[config.mk]
export PLATFORM = sky130hd
export DESIGN_NAME = csr_unit
export DESIGN_NICKNAME = d
export VERILOG_FILES = /design/src/csr_pkg.sv /design/src/csr_unit.sv /design/src/csr_file.sv /design/src/trap_ctrl.sv /design/src/csr_decode.sv
export SDC_FILE = /design/constraint.sdc
export NUM_CORES = 1
export LEC_CHECK = 0
export ABC_AREA = 1
export BUFFER_PORTS_ARGS = -buffer_cell sky130_fd_sc_hd__buf_2
export CAP_MARGIN = 20
export CORE_ASPECT_RATIO = 1.75
export CORE_UTILIZATION = 45
export DETAILED_ROUTE_END_ITERATION = 6
export HOLD_SLACK_MARGIN = 0.08
export PLACE_DENSITY = 0.8
export REMOVE_ABC_BUFFERS = 1
export SYNTH_ARGS = -nofsm -noshare
export SYNTH_HDL_FRONTEND = slang
export SYNTH_HIERARCHICAL = 1
export SYNTH_SLANG_ARGS = --single-unit
export TNS_END_PERCENT = 5
[constraint.sdc]
create_clock -name clk -period 3.1 [get_ports clk]
set_input_delay 0.31 -clock clk [delete_from_list [all_inputs] [get_ports clk]]
set_output_delay 0.31 -clock clk [all_outputs]
set_load 0.02 [all_outputs]
[src/csr_pkg.sv]
package csr_pkg;

    localparam int XLEN = 32;

    typedef logic [XLEN-1:0] xword_t;
    typedef logic [11:0]     csr_addr_t;
    typedef logic [4:0]      cause_t;

    // Only M and U are implemented
    typedef enum logic [1:0] {
        PRIV_U = 2'b00,
        PRIV_M = 2'b11
    } priv_t;

    typedef enum logic [2:0] {
        OP_NONE  = 3'd0,
        OP_RW    = 3'd1,
        OP_RS    = 3'd2,
        OP_RC    = 3'd3,
        OP_ECALL = 3'd4,
        OP_MRET  = 3'd5
    } csr_op_t;

    // Exception causes
    localparam cause_t CAUSE_ILLEGAL_INST = 5'd2;
    localparam cause_t CAUSE_ECALL_U      = 5'd8;
    localparam cause_t CAUSE_ECALL_M      = 5'd11;

    // Interrupt causes, reported with bit 31 of mcause set
    localparam cause_t CAUSE_M_SOFT_INTR  = 5'd3;
    localparam cause_t CAUSE_M_TIMER_INTR = 5'd7;
    localparam cause_t CAUSE_M_EXT_INTR   = 5'd11;

    localparam csr_addr_t ADDR_MSTATUS  = 12'h300;
    localparam csr_addr_t ADDR_MISA     = 12'h301;
    localparam csr_addr_t ADDR_MIE      = 12'h304;
    localparam csr_addr_t ADDR_MTVEC    = 12'h305;
    localparam csr_addr_t ADDR_MSCRATCH = 12'h340;
    localparam csr_addr_t ADDR_MEPC     = 12'h341;
    localparam csr_addr_t ADDR_MCAUSE   = 12'h342;
    localparam csr_addr_t ADDR_MIP      = 12'h344;
    localparam csr_addr_t ADDR_MCYCLE   = 12'hb00;
    localparam csr_addr_t ADDR_MCYCLEH  = 12'hb80;

    // MXL = 1, extensions I and U
    localparam xword_t MISA_VALUE = 32'h4010_0100;

    localparam int MSTATUS_MIE_BIT  = 3;
    localparam int MSTATUS_MPIE_BIT = 7;
    localparam int MSTATUS_MPP_LSB  = 11;

    // Shared bit positions of mie and mip
    localparam int IRQ_SOFT_BIT  = 3;
    localparam int IRQ_TIMER_BIT = 7;
    localparam int IRQ_EXT_BIT   = 11;

    localparam logic [1:0] MTVEC_VECTORED = 2'b01;

endpackage
[src/csr_unit.sv]
module csr_unit import csr_pkg::*; #(
    parameter xword_t RESET_VECTOR = 32'h0000_0100
) (
    input  logic        clk,
    input  logic        rst_i,

    input  logic        cmd_valid_i,
    input  csr_op_t     cmd_op_i,
    input  csr_addr_t   cmd_addr_i,
    input  xword_t      cmd_wdata_i,
    input  xword_t      cmd_pc_i,
    input  logic        expt_valid_i,
    input  cause_t      expt_cause_i,

    input  logic        msip_i,
    input  logic        meip_i,
    input  logic [63:0] mtime_i,
    input  logic [63:0] mtimecmp_i,
    input  logic [63:0] cycle_i,

    output logic        resp_valid_o,
    output xword_t      resp_rdata_o,
    output logic        resp_trap_o,
    output logic        resp_redirect_o,
    output xword_t      resp_target_o,
    output priv_t       mode_o
);

    // Stage 1 register outputs
    logic      s1_valid;
    csr_op_t   s1_op;
    csr_addr_t s1_addr;
    xword_t    s1_wdata;
    xword_t    s1_pc;
    logic      s1_expt_valid;
    cause_t    s1_expt_cause;
    logic      s1_is_write;

    // Update strobes into the register file
    logic      csr_we;
    logic      trap_take;
    xword_t    trap_cause;
    logic      mret_take;
    priv_t     mode;

    // Machine state seen by the trap logic
    logic       mstatus_mie;
    priv_t      mstatus_mpp;
    logic [2:0] mie_bits;
    logic [2:0] mip_bits;
    xword_t     mtvec;
    xword_t     mepc;

    csr_decode u_decode (
        .clk             (clk),
        .rst_i           (rst_i),
        .cmd_valid_i     (cmd_valid_i),
        .cmd_op_i        (cmd_op_i),
        .cmd_addr_i      (cmd_addr_i),
        .cmd_wdata_i     (cmd_wdata_i),
        .cmd_pc_i        (cmd_pc_i),
        .expt_valid_i    (expt_valid_i),
        .expt_cause_i    (expt_cause_i),
        .s1_valid_o      (s1_valid),
        .s1_op_o         (s1_op),
        .s1_addr_o       (s1_addr),
        .s1_wdata_o      (s1_wdata),
        .s1_pc_o         (s1_pc),
        .s1_expt_valid_o (s1_expt_valid),
        .s1_expt_cause_o (s1_expt_cause),
        .s1_is_write_o   (s1_is_write)
    );

    trap_ctrl u_trap (
        .clk             (clk),
        .rst_i           (rst_i),
        .s1_valid_i      (s1_valid),
        .s1_op_i         (s1_op),
        .s1_addr_i       (s1_addr),
        .s1_is_write_i   (s1_is_write),
        .s1_pc_i         (s1_pc),
        .s1_expt_valid_i (s1_expt_valid),
        .s1_expt_cause_i (s1_expt_cause),
        .mstatus_mie_i   (mstatus_mie),
        .mstatus_mpp_i   (mstatus_mpp),
        .mie_bits_i      (mie_bits),
        .mip_bits_i      (mip_bits),
        .mtvec_i         (mtvec),
        .mepc_i          (mepc),
        .csr_we_o        (csr_we),
        .trap_take_o     (trap_take),
        .trap_cause_o    (trap_cause),
        .mret_take_o     (mret_take),
        .mode_o          (mode),
        .resp_valid_o    (resp_valid_o),
        .resp_trap_o     (resp_trap_o),
        .resp_redirect_o (resp_redirect_o),
        .resp_target_o   (resp_target_o)
    );

    csr_file #(
        .RESET_VECTOR (RESET_VECTOR)
    ) u_file (
        .clk           (clk),
        .rst_i         (rst_i),
        .s1_op_i       (s1_op),
        .s1_addr_i     (s1_addr),
        .s1_wdata_i    (s1_wdata),
        .s1_pc_i       (s1_pc),
        .csr_we_i      (csr_we),
        .trap_take_i   (trap_take),
        .trap_cause_i  (trap_cause),
        .mret_take_i   (mret_take),
        .mode_i        (mode),
        .msip_i        (msip_i),
        .meip_i        (meip_i),
        .mtime_i       (mtime_i),
        .mtimecmp_i    (mtimecmp_i),
        .cycle_i       (cycle_i),
        .mstatus_mie_o (mstatus_mie),
        .mstatus_mpp_o (mstatus_mpp),
        .mie_bits_o    (mie_bits),
        .mip_bits_o    (mip_bits),
        .mtvec_o       (mtvec),
        .mepc_o        (mepc),
        .resp_rdata_o  (resp_rdata_o)
    );

    assign mode_o = mode;

endmodule

[src/csr_file.sv]
module csr_file import csr_pkg::*; #(
    parameter xword_t RESET_VECTOR = 32'h0000_0100
) (
    input  logic        clk,
    input  logic        rst_i,

    input  csr_op_t     s1_op_i,
    input  csr_addr_t   s1_addr_i,
    input  xword_t      s1_wdata_i,
    input  xword_t      s1_pc_i,

    input  logic        csr_we_i,
    input  logic        trap_take_i,
    input  xword_t      trap_cause_i,
    input  logic        mret_take_i,
    input  priv_t       mode_i,

    input  logic        msip_i,
    input  logic        meip_i,
    input  logic [63:0] mtime_i,
    input  logic [63:0] mtimecmp_i,
    input  logic [63:0] cycle_i,

    output logic        mstatus_mie_o,
    output priv_t       mstatus_mpp_o,
    output logic [2:0]  mie_bits_o,
    output logic [2:0]  mip_bits_o,
    output xword_t      mtvec_o,
    output xword_t      mepc_o,
    output xword_t      resp_rdata_o
);

    logic       mstatus_mie_q;
    logic       mstatus_mpie_q;
    priv_t      mstatus_mpp_q;
    logic [2:0] mie_q;
    xword_t     mtvec_q;
    xword_t     mscratch_q;
    xword_t     mepc_q;
    xword_t     mcause_q;

    logic [2:0] mip_live;
    xword_t     mstatus_rd;
    xword_t     mie_rd;
    xword_t     mip_rd;
    xword_t     rdata;
    xword_t     wdata;
    logic [1:0] mpp_wr;

    // Pending bits come straight from the environment
    assign mip_live = {meip_i, mtime_i >= mtimecmp_i, msip_i};

    always_comb begin
        mstatus_rd = '0;
        mstatus_rd[MSTATUS_MIE_BIT]              = mstatus_mie_q;
        mstatus_rd[MSTATUS_MPIE_BIT]             = mstatus_mpie_q;
        mstatus_rd[MSTATUS_MPP_LSB +: 2]         = mstatus_mpp_q;

        mie_rd = '0;
        mie_rd[IRQ_EXT_BIT]   = mie_q[2];
        mie_rd[IRQ_TIMER_BIT] = mie_q[1];
        mie_rd[IRQ_SOFT_BIT]  = mie_q[0];

        mip_rd = '0;
        mip_rd[IRQ_EXT_BIT]   = mip_live[2];
        mip_rd[IRQ_TIMER_BIT] = mip_live[1];
        mip_rd[IRQ_SOFT_BIT]  = mip_live[0];
    end

    always_comb begin
        case (s1_addr_i)
            ADDR_MSTATUS:  rdata = mstatus_rd;
            ADDR_MISA:     rdata = MISA_VALUE;
            ADDR_MIE:      rdata = mie_rd;
            ADDR_MTVEC:    rdata = mtvec_q;
            ADDR_MSCRATCH: rdata = mscratch_q;
            ADDR_MEPC:     rdata = mepc_q;
            ADDR_MCAUSE:   rdata = mcause_q;
            ADDR_MIP:      rdata = mip_rd;
            ADDR_MCYCLE:   rdata = cycle_i[31:0];
            ADDR_MCYCLEH:  rdata = cycle_i[63:32];
            default:       rdata = '0;
        endcase
    end

    always_comb begin
        case (s1_op_i)
            OP_RW:   wdata = s1_wdata_i;
            OP_RS:   wdata = rdata | s1_wdata_i;
            OP_RC:   wdata = rdata & ~s1_wdata_i;
            default: wdata = rdata;
        endcase
    end

    // MPP is WARL, 01 and 10 fold to U
    assign mpp_wr = (wdata[MSTATUS_MPP_LSB +: 2] == 2'b11) ? 2'b11 : 2'b00;

    always_ff @(posedge clk) begin
        if (rst_i) begin
            mstatus_mie_q  <= 1'b0;
            mstatus_mpie_q <= 1'b0;
            mstatus_mpp_q  <= PRIV_M;
            mie_q          <= '0;
            mtvec_q        <= RESET_VECTOR;
            mscratch_q     <= '0;
            mepc_q         <= '0;
            mcause_q       <= '0;
        end else if (trap_take_i) begin
            mcause_q       <= trap_cause_i;
            mepc_q         <= {s1_pc_i[XLEN-1:2], 2'b00};
            mstatus_mpie_q <= mstatus_mie_q;
            mstatus_mie_q  <= 1'b0;
            mstatus_mpp_q  <= mode_i;
        end else if (mret_take_i) begin
            mstatus_mie_q  <= mstatus_mpie_q;
            mstatus_mpie_q <= 1'b1;
            mstatus_mpp_q  <= PRIV_U;
        end else if (csr_we_i) begin
            // misa, mip, mcycle and unmapped addresses drop the write
            case (s1_addr_i)
                ADDR_MSTATUS: begin
                    mstatus_mie_q  <= wdata[MSTATUS_MIE_BIT];
                    mstatus_mpie_q <= wdata[MSTATUS_MPIE_BIT];
                    mstatus_mpp_q  <= priv_t'(mpp_wr);
                end
                ADDR_MIE:      mie_q      <= {wdata[IRQ_EXT_BIT], wdata[IRQ_TIMER_BIT],
                                              wdata[IRQ_SOFT_BIT]};
                ADDR_MTVEC:    mtvec_q    <= wdata;
                ADDR_MSCRATCH: mscratch_q <= wdata;
                ADDR_MEPC:     mepc_q     <= {wdata[XLEN-1:2], 2'b00};
                ADDR_MCAUSE:   mcause_q   <= wdata;
                default: begin
                end
            endcase
        end
    end

    // Traps and returns report zero read data
    always_ff @(posedge clk) begin
        resp_rdata_o <= (trap_take_i || mret_take_i) ? '0 : rdata;
    end

    assign mstatus_mie_o = mstatus_mie_q;
    assign mstatus_mpp_o = mstatus_mpp_q;
    assign mie_bits_o    = mie_q;
    assign mip_bits_o    = mip_live;
    assign mtvec_o       = mtvec_q;
    assign mepc_o        = mepc_q;

    a_mepc_aligned: assert property (
        @(posedge clk) disable iff (rst_i)
        mepc_q[1:0] == 2'b00
    );

endmodule

[src/trap_ctrl.sv]
module trap_ctrl import csr_pkg::*; (
    input  logic      clk,
    input  logic      rst_i,

    input  logic      s1_valid_i,
    input  csr_op_t   s1_op_i,
    input  csr_addr_t s1_addr_i,
    input  logic      s1_is_write_i,
    input  xword_t    s1_pc_i,
    input  logic      s1_expt_valid_i,
    input  cause_t    s1_expt_cause_i,

    input  logic      mstatus_mie_i,
    input  priv_t     mstatus_mpp_i,
    // Interrupt bit vectors ordered {ext, timer, soft}
    input  logic [2:0] mie_bits_i,
    input  logic [2:0] mip_bits_i,
    input  xword_t    mtvec_i,
    input  xword_t    mepc_i,

    output logic      csr_we_o,
    output logic      trap_take_o,
    output xword_t    trap_cause_o,
    output logic      mret_take_o,
    output priv_t     mode_o,

    output logic      resp_valid_o,
    output logic      resp_trap_o,
    output logic      resp_redirect_o,
    output xword_t    resp_target_o
);

    priv_t      mode_q;
    logic       is_csr_op;
    logic       illegal;
    logic       is_ecall;
    logic [2:0] irq_pend;
    logic       irq_take;
    logic       is_intr;
    cause_t     irq_cause;
    cause_t     cause;
    xword_t     trap_base;
    xword_t     target;

    assign is_csr_op = s1_op_i == OP_RW || s1_op_i == OP_RS || s1_op_i == OP_RC;
    assign is_ecall  = s1_op_i == OP_ECALL;

    // Privilege from address bits 9:8, read-only space at 11:10 = 11
    assign illegal = (is_csr_op && s1_addr_i[9:8] > mode_q)
                   || (s1_is_write_i && s1_addr_i[11:10] == 2'b11)
                   || (s1_op_i == OP_MRET && mode_q == PRIV_U);

    // U mode always takes an enabled interrupt, M mode needs mstatus.MIE
    assign irq_pend = mie_bits_i & mip_bits_i;
    assign irq_take = (|irq_pend) && (mode_q == PRIV_U || mstatus_mie_i);

    always_comb begin
        if (irq_pend[2]) begin
            irq_cause = CAUSE_M_EXT_INTR;
        end else if (irq_pend[0]) begin
            irq_cause = CAUSE_M_SOFT_INTR;
        end else begin
            irq_cause = CAUSE_M_TIMER_INTR;
        end
    end

    // Priority: illegal, pipeline exception, ECALL, interrupt
    always_comb begin
        is_intr = 1'b0;
        if (illegal) begin
            cause = CAUSE_ILLEGAL_INST;
        end else if (s1_expt_valid_i) begin
            cause = s1_expt_cause_i;
        end else if (is_ecall) begin
            cause = (mode_q == PRIV_U) ? CAUSE_ECALL_U : CAUSE_ECALL_M;
        end else begin
            cause   = irq_cause;
            is_intr = 1'b1;
        end
    end

    assign trap_take_o  = s1_valid_i && (illegal || s1_expt_valid_i || is_ecall || irq_take);
    assign trap_cause_o = {is_intr, 26'b0, cause};
    assign mret_take_o  = s1_valid_i && s1_op_i == OP_MRET && !trap_take_o;
    assign csr_we_o     = s1_valid_i && s1_is_write_i && !trap_take_o;

    // Vectored mode offsets interrupts only
    assign trap_base = {mtvec_i[XLEN-1:2], 2'b00};

    always_comb begin
        if (trap_take_o) begin
            if (mtvec_i[1:0] == MTVEC_VECTORED && is_intr) begin
                target = trap_base + {25'b0, cause, 2'b00};
            end else begin
                target = trap_base;
            end
        end else if (mret_take_o) begin
            target = mepc_i;
        end else begin
            target = '0;
        end
    end

    always_ff @(posedge clk) begin
        if (rst_i) begin
            mode_q <= PRIV_M;
        end else if (trap_take_o) begin
            mode_q <= PRIV_M;
        end else if (mret_take_o) begin
            mode_q <= mstatus_mpp_i;
        end
    end

    always_ff @(posedge clk) begin
        if (rst_i) begin
            resp_valid_o    <= 1'b0;
            resp_trap_o     <= 1'b0;
            resp_redirect_o <= 1'b0;
        end else begin
            resp_valid_o    <= s1_valid_i;
            resp_trap_o     <= trap_take_o;
            resp_redirect_o <= trap_take_o || mret_take_o;
        end
    end

    always_ff @(posedge clk) begin
        resp_target_o <= target;
    end

    assign mode_o = mode_q;

    a_trap_mret_excl: assert property (
        @(posedge clk) disable iff (rst_i)
        !(trap_take_o && mret_take_o)
    );

    // csr_file captures the trapping PC in mepc at the same edge
    a_trap_saves_pc: assert property (
        @(posedge clk) disable iff (rst_i)
        trap_take_o |=> mepc_i == {$past(s1_pc_i[XLEN-1:2]), 2'b00}
    );

endmodule

[src/csr_decode.sv]
module csr_decode import csr_pkg::*; (
    input  logic      clk,
    input  logic      rst_i,

    input  logic      cmd_valid_i,
    input  csr_op_t   cmd_op_i,
    input  csr_addr_t cmd_addr_i,
    input  xword_t    cmd_wdata_i,
    input  xword_t    cmd_pc_i,
    input  logic      expt_valid_i,
    input  cause_t    expt_cause_i,

    output logic      s1_valid_o,
    output csr_op_t   s1_op_o,
    output csr_addr_t s1_addr_o,
    output xword_t    s1_wdata_o,
    output xword_t    s1_pc_o,
    output logic      s1_expt_valid_o,
    output cause_t    s1_expt_cause_o,
    output logic      s1_is_write_o
);

    // Control bits of stage 1
    always_ff @(posedge clk) begin
        if (rst_i) begin
            s1_valid_o      <= 1'b0;
            s1_expt_valid_o <= 1'b0;
        end else begin
            s1_valid_o      <= cmd_valid_i;
            s1_expt_valid_o <= cmd_valid_i & expt_valid_i;
        end
    end

    // Command payload, only loaded with a valid command
    always_ff @(posedge clk) begin
        if (cmd_valid_i) begin
            s1_op_o         <= cmd_op_i;
            s1_addr_o       <= cmd_addr_i;
            s1_wdata_o      <= cmd_wdata_i;
            s1_pc_o         <= cmd_pc_i;
            s1_expt_cause_o <= expt_cause_i;
        end
    end

    // RW, RS and RC all count as writes
    always_comb begin
        case (s1_op_o)
            OP_RW, OP_RS, OP_RC: s1_is_write_o = 1'b1;
            default:             s1_is_write_o = 1'b0;
        endcase
    end

    // A valid command always carries a real operation
    a_cmd_op_known: assert property (
        @(posedge clk) disable iff (rst_i)
        cmd_valid_i |-> cmd_op_i != OP_NONE
    );

endmodule

==> results of run 1 <==
==> worst max-delay path: stages (launching register included) <==
cell and delay (ps):
edfxtp_1 390, ha_1 310, nand2_1 60, nand2_1 60, nor2_1 40, nand2_1 90, nand2_2 80, buf_4 160
nor2_1 210, ha_1 330, a21oi_1 260, buf_4 160, nand2_1 40, nand2_1 50, nand2_1 140, nand3b_1 130
nand2_1 70, nand2_1 70, nand2_1 50, nand2_1 60, nand2_1 80
==> state kept, by name, summed over array words and instances, names as in the netlist, 5 cells and up <==
| name | count |
|---|---|
| u_decode/s1_pc_o | 30 |
| u_file/mscratch_q | 32 |
| u_file/mtvec_o | 32 |
| u_decode/s1_addr_o | 12 |
| u_file/mcause_q | 32 |
| u_decode/s1_wdata_o | 32 |
| u_decode/s1_expt_cause_o | 5 |
| u_file/resp_rdata_o | 32 |
| u_file/mepc_o | 30 |
| u_trap/resp_target_o | 32 |
==> per-stage QoR <==
step	power (W)	setup TNS [ps]	utilization	cells	hold WS (ps)
floorplan	0.00460	-41700	-	2010	377
global placement	0.00509	-36410	0.528	2906	442
detailed placement	0.00512	-34530	0.528	2906	446
CTS	0.00886	0	0.585	3052	83.9
global route	0.00915	-2.41	0.587	3053	93.4
finish	0.00887	0	0.587	3054	82.3
==> timing repair <==
item	in CTS	in global routing
buffers inserted	0	1
setup endpoints to repair	2	121
endpoints found under the hold margin	95	0
resized for setup	2	19
pin swaps	0	3
hold buffers	97	0
==> final cells by class <==
cell class,count,area share
multi-input cells,1491,0.382
flip-flops and latches,286,0.324
repair buffers,534,0.173
inverters,233,0.0439
clock buffers,30,0.0340
well taps,460,0.0285
clock inverters,19,0.0140
diodes,1,0.000124
==> where the power goes <==
part           total, W  internal, W  switching, W
clock network   0.00369      0.00219       0.00151
registers       0.00407      0.00398     0.0000843
logic           0.00111     0.000478      0.000635
==> per-layer routing <==
metal | part of all wire | routed length [um] | vias to the layer above
li1 | - | - | 7828
met1 | 0.33 | 19400 | 7480
met2 | 0.51 | 29300 | 934
met3 | 0.075 | 4340 | 294
met4 | 0.084 | 4890 | 4
met5 | 0.00048 | 28 | -
==> worst max-delay path by stage <==
stage,start,slack (ps),end
3_3_place_gp,mtimecmp_i[15],-280,u_file/mtvec_o[8]$_SDFFE_PP1P_
5_1_grt,u_decode/s1_addr_o[8]$_DFFE_PP_,-2,u_trap/resp_target_o[29]$_DFF_P_
2_1_floorplan,mtimecmp_i[15],-620,u_file/mscratch_q[0]$_SDFFE_PP0P_
3_5_place_dp,mtimecmp_i[15],-270,u_file/mcause_q[14]$_SDFFE_PP0P_
4_1_cts,u_decode/s1_addr_o[9]$_DFFE_PP_,20,u_trap/resp_target_o[14]$_DFF_P_
6_report,u_decode/s1_addr_o[9]$_DFFE_PP_,170,u_trap/resp_target_o[27]$_DFF_P_
==> run_results.csv, run 1 <==
group,metric,value,unit
sta,setup_violations,0,
sta,timing.final.hold_violations,0,
route,wl_per_cell,19.0,um
place,place_congestion,0.947,
layout,multi_input_area,7740,um^2
clocking,clk_latency,570,ps
critical_path,reg2reg_from,"u_decode/s1_addr_o[9]$_DFFE_PP_",
global_routing,grt_pass1_vias,16500,
sta,maxSlewViolCount,0,
die,start_util,0.456,
die,die_h,249,um
critical_path,r2r-end,"u_trap/resp_target_o[27]$_DFF_P_",
route,drt-initial-drc-count,1295,
sta,post-route-period-util,0.945,
route,drtAntennaViolNets,0,
outcome,status,"completed",
die,rows,90,
hold_path,holdPathStages,3,
yosys,syn_inst,2105,
critical_path,end_kind,"flop",
clocking,path_clk_slew,70,ps
place,portBuffers,348,
global_routing,use_met3,0.0531,
global_routing,busiest_layer,"met2",
critical_path,crit_fanout,4,
clocking,clk_path_buf_depth,3,
hold_path,hold_path_class,"in2reg",
layout,regArea,6550,um^2
critical_path,worst_ep_required_time,3550,ps
critical_path,path_class,"reg2reg",
clocking,cts.sinks,286,
route,firstDrtPassIters,5,
place,dp_slack,-272,ps
global_routing,grt_use_met1,0.318,
sta,fin_crit,2930,ps
global_routing,grt_max_degree,74,
sta,relSlewSlack,0.361,
sta,max_freq,342,MHz
sta,finClkSkew,26.5,ps
pwr,p_per_area,439,nW/um^2
clocking,cts_buffers,27,
layout,syn_to_final_growth,28.7,%
sta,rsz0062_at_grt,"yes",
route,vias,16500,
die,io_pins,351,
layout,final_layout_size_suffix_gt1_frac,0.244,
clocking,htree_levels,1,
flow_run,maxCapViolations,0,
route,viasPerCell,5.42,
pwr,power.leakage,9.31,nW
global_routing,grt_overflow,0,
sta,setup_ws,172,ps
layout,fillerInstances,3062,
global_routing,grt_util_all_layers,0.320,
clocking,root_buffer,"clkbuf_16",
place,place_area,18200,um^2
critical_path,reg2reg_slack,170,ps
global_routing,grt_pass1_wl,86300,um
die,dieArea,35700,um^2
die,coreArea,34500,um^2
yosys,yosys_warnings,6,
pwr,vdd_drop_max,0.531,mV
global_routing,grt_use_met2,0.580,
layout,final_nets,2927,
hold_path,holdCritStartpoint,"cycle_i[50]",
global_routing,antenna_found_initial,3,
route,routed_wl,57900,um
clocking,cts_tree,"yes",
critical_path,reg2reg_depth,20,
layout,layout_commonest_cell,"nand2_1",
route,drc,0,
sta,worstMarginPinSlew,949,ps
yosys,netlist_area,15700,um^2
layout,final_cell_mix,"nand2_1 (580), buf_2 (347), dfxtp_1 (204)",
yosys,syn_avg_cell_area,7.47,um^2
place,hpwlAfterDp,40700,um
critical_path,critPathArrivalTime,3380,ps
die,die_x,143,um
critical_path,critPathLaunchType,"flop",
layout,fin_area,20200,um^2
hold_path,holdPathEnd,"u_file/resp_rdata_o[18]$_SDFF_PN0_",
No activity file was read; power rests on OpenSTA's default activity.
==> inputs of run 2 (changes only) <==
--- a/config.mk
+++ b/config.mk
@@ -12,7 +12,7 @@
 export CORE_UTILIZATION = 45
 export DETAILED_ROUTE_END_ITERATION = 6
 export HOLD_SLACK_MARGIN = 0.08
-export PLACE_DENSITY = 0.8
+export PLACE_DENSITY = 0.76
 export REMOVE_ABC_BUFFERS = 1
 export SYNTH_ARGS = -nofsm -noshare
 export SYNTH_HDL_FRONTEND = slang
==> run_results.csv, run 2 (synthesis results as in run 1) <==
group,metric,value,unit
sta,whs,94.4,ps
hold_path,hold_path_class,"in2reg",
die,die_x,143,um
die,coreArea,34500,um^2
critical_path,end_kind,"flop",
global_routing,grt_max_degree,74,
clocking,path_clk_slew,70,ps
layout,syn_to_final_growth,27.9,%
die,io_pins,351,
place,portBuffers,348,
route,wl_per_cell,18.6,um
die,dieArea,35700,um^2
layout,regArea,6550,um^2
global_routing,grt_pass1_vias,16100,
die,rows,90,
outcome,violations,"DRC",
global_routing,antenna_found_initial,1,
place,hpwlAfterDp,40500,um
clocking,cts_tree,"yes",
route,viasPerCell,5.35,
route,drc,1,
clocking,clk_path_buf_depth,3,
sta,post-route-period-util,0.957,
die,start_util,0.456,
sta,max_freq,337,MHz
flow_run,maxCapViolations,0,
pwr,vdd_drop_max,0.546,mV
route,vias,16300,
sta,relSlewSlack,0.403,
outcome,status,"complete, but fails checks",
sta,worstMarginPinSlew,888,ps
place,place_area,18200,um^2
global_routing,grt_util_all_layers,0.310,
die,die_h,249,um
critical_path,path_class,"reg2reg",
layout,final_cell_mix,"nand2_1 (578), buf_2 (347), dfxtp_1 (204)",
sta,maxSlewViolCount,0,
clocking,cts.sinks,286,
layout,multi_input_area,7780,um^2
clocking,clk_latency,570,ps
pwr,p_per_area,428,nW/um^2
layout,layout_commonest_cell,"nand2_1",
clocking,htree_levels,1,
pwr,power.leakage,9.23,nW
sta,setup_violations,0,
route,drt-initial-drc-count,1198,
global_routing,grt_overflow,0,
critical_path,critPathLaunchType,"flop",
layout,fin_area,20100,um^2
place,place_congestion,0.946,
sta,finClkSkew,37.9,ps
sta,timing.final.hold_violations,0,
route,drtAntennaViolNets,0,
route,firstDrtPassIters,7,
clocking,cts_buffers,26,
route,routed_wl,56400,um
critical_path,worst_ep_required_time,3520,ps
layout,final_layout_size_suffix_gt1_frac,0.245,
pwr,p_total,0.00861,W
critical_path,critPathArrivalTime,3390,ps
global_routing,grt_pass1_wl,83800,um
sta,rsz0062_at_grt,"yes",
layout,fillerInstances,3095,
clocking,root_buffer,"clkbuf_16",
sta,fin_crit,2970,ps
layout,final_nets,2914,
critical_path,crit_fanout,3,
run 2: metrics by stage:
| step | TNS, ps | instances | utilization | setup WS, ps |
|---|---|---|---|---|
| after global placement | -26250 | 2899 | 0.527 | -297 |
| after CTS | 0 | 3038 | 0.580 | 1.03 |
| after floorplan | -41700 | 2010 | - | -618 |
| after detailed placement | -33450 | 2899 | 0.527 | -344 |
| after global routing | -59.5 | 3041 | 0.584 | -27.6 |
| final | 0 | 3041 | 0.584 | 133 |
run 2: timing repair:
action	CTS	global route
gates cloned	0	1
pin swaps	0	4
setup endpoints to repair	8	62
hold buffers	91	0
setup buffers	0	1
endpoints found under the hold margin	89	0
resized for setup	2	33
run 2: report_power, final:
part | internal (W) | switching [W]
clock network | 0.00196 | 0.00148
logic | 0.000477 | 0.000628
registers | 0.00398 | 0.0000848
total | 0.00642 | 0.00220
run 2: path summary, 6_finish.rpt:
path / from / end / slack, ps / cells after the start
worst max register to register: u_decode/s1_addr_o[9]$_DFFE_PP_ / u_trap/resp_target_o[30]$_DFF_P_ / 130 / 22
worst max-delay path: u_decode/s1_addr_o[9]$_DFFE_PP_ / u_trap/resp_target_o[30]$_DFF_P_ / 130 / 22
worst min register to register: u_file/mepc_o[13]$_SDFFE_PP0P_ / u_trap/resp_target_o[13]$_DFF_P_ / 470 / 2
worst min-delay path: cycle_i[16] / u_file/resp_rdata_o[16]$_SDFF_PN0_ / 90 / 3
run 2: area by class of cell:
| class | count | share of cell area |
|---|---|---|
| Antenna cell | 1 | 0.000124 |
| Clock buffer | 31 | 0.0348 |
| Clock inverter | 17 | 0.00977 |
| Inverter | 233 | 0.0441 |
| Multi-Input combinational cell | 1491 | 0.387 |
| Sequential cell | 286 | 0.326 |
| Tap cell | 460 | 0.0286 |
| Timing Repair Buffer | 522 | 0.170 |
run 2: critical path: stages, from the launching register on:
cell	delay, ps
edfxtp_1	430
ha_4	290
nand2_1	50
nand2_1	70
nor2_2	50
nand2_2	70
nand2_2	100
nor2_4	180
ha_2	220
inv_1	60
fa_2	380
inv_2	80
nand3_1	80
nand2_2	110
nand2_1	80
nand2_2	140
nand2_1	60
nand2_1	50
nand2_1	50
nand2_1	50
nand2_1	50
nand2_1	70
nand2_1	80
run 2: metal layers:
metal | up-vias | global-route usage | wire length, um
met5 | - | 0 | 0
met4 | 0 | 0.253 | 4800
met3 | 276 | 0.0481 | 4130
met2 | 847 | 0.567 | 28600
met1 | 7353 | 0.302 | 18900
li1 | 7797 | - | -
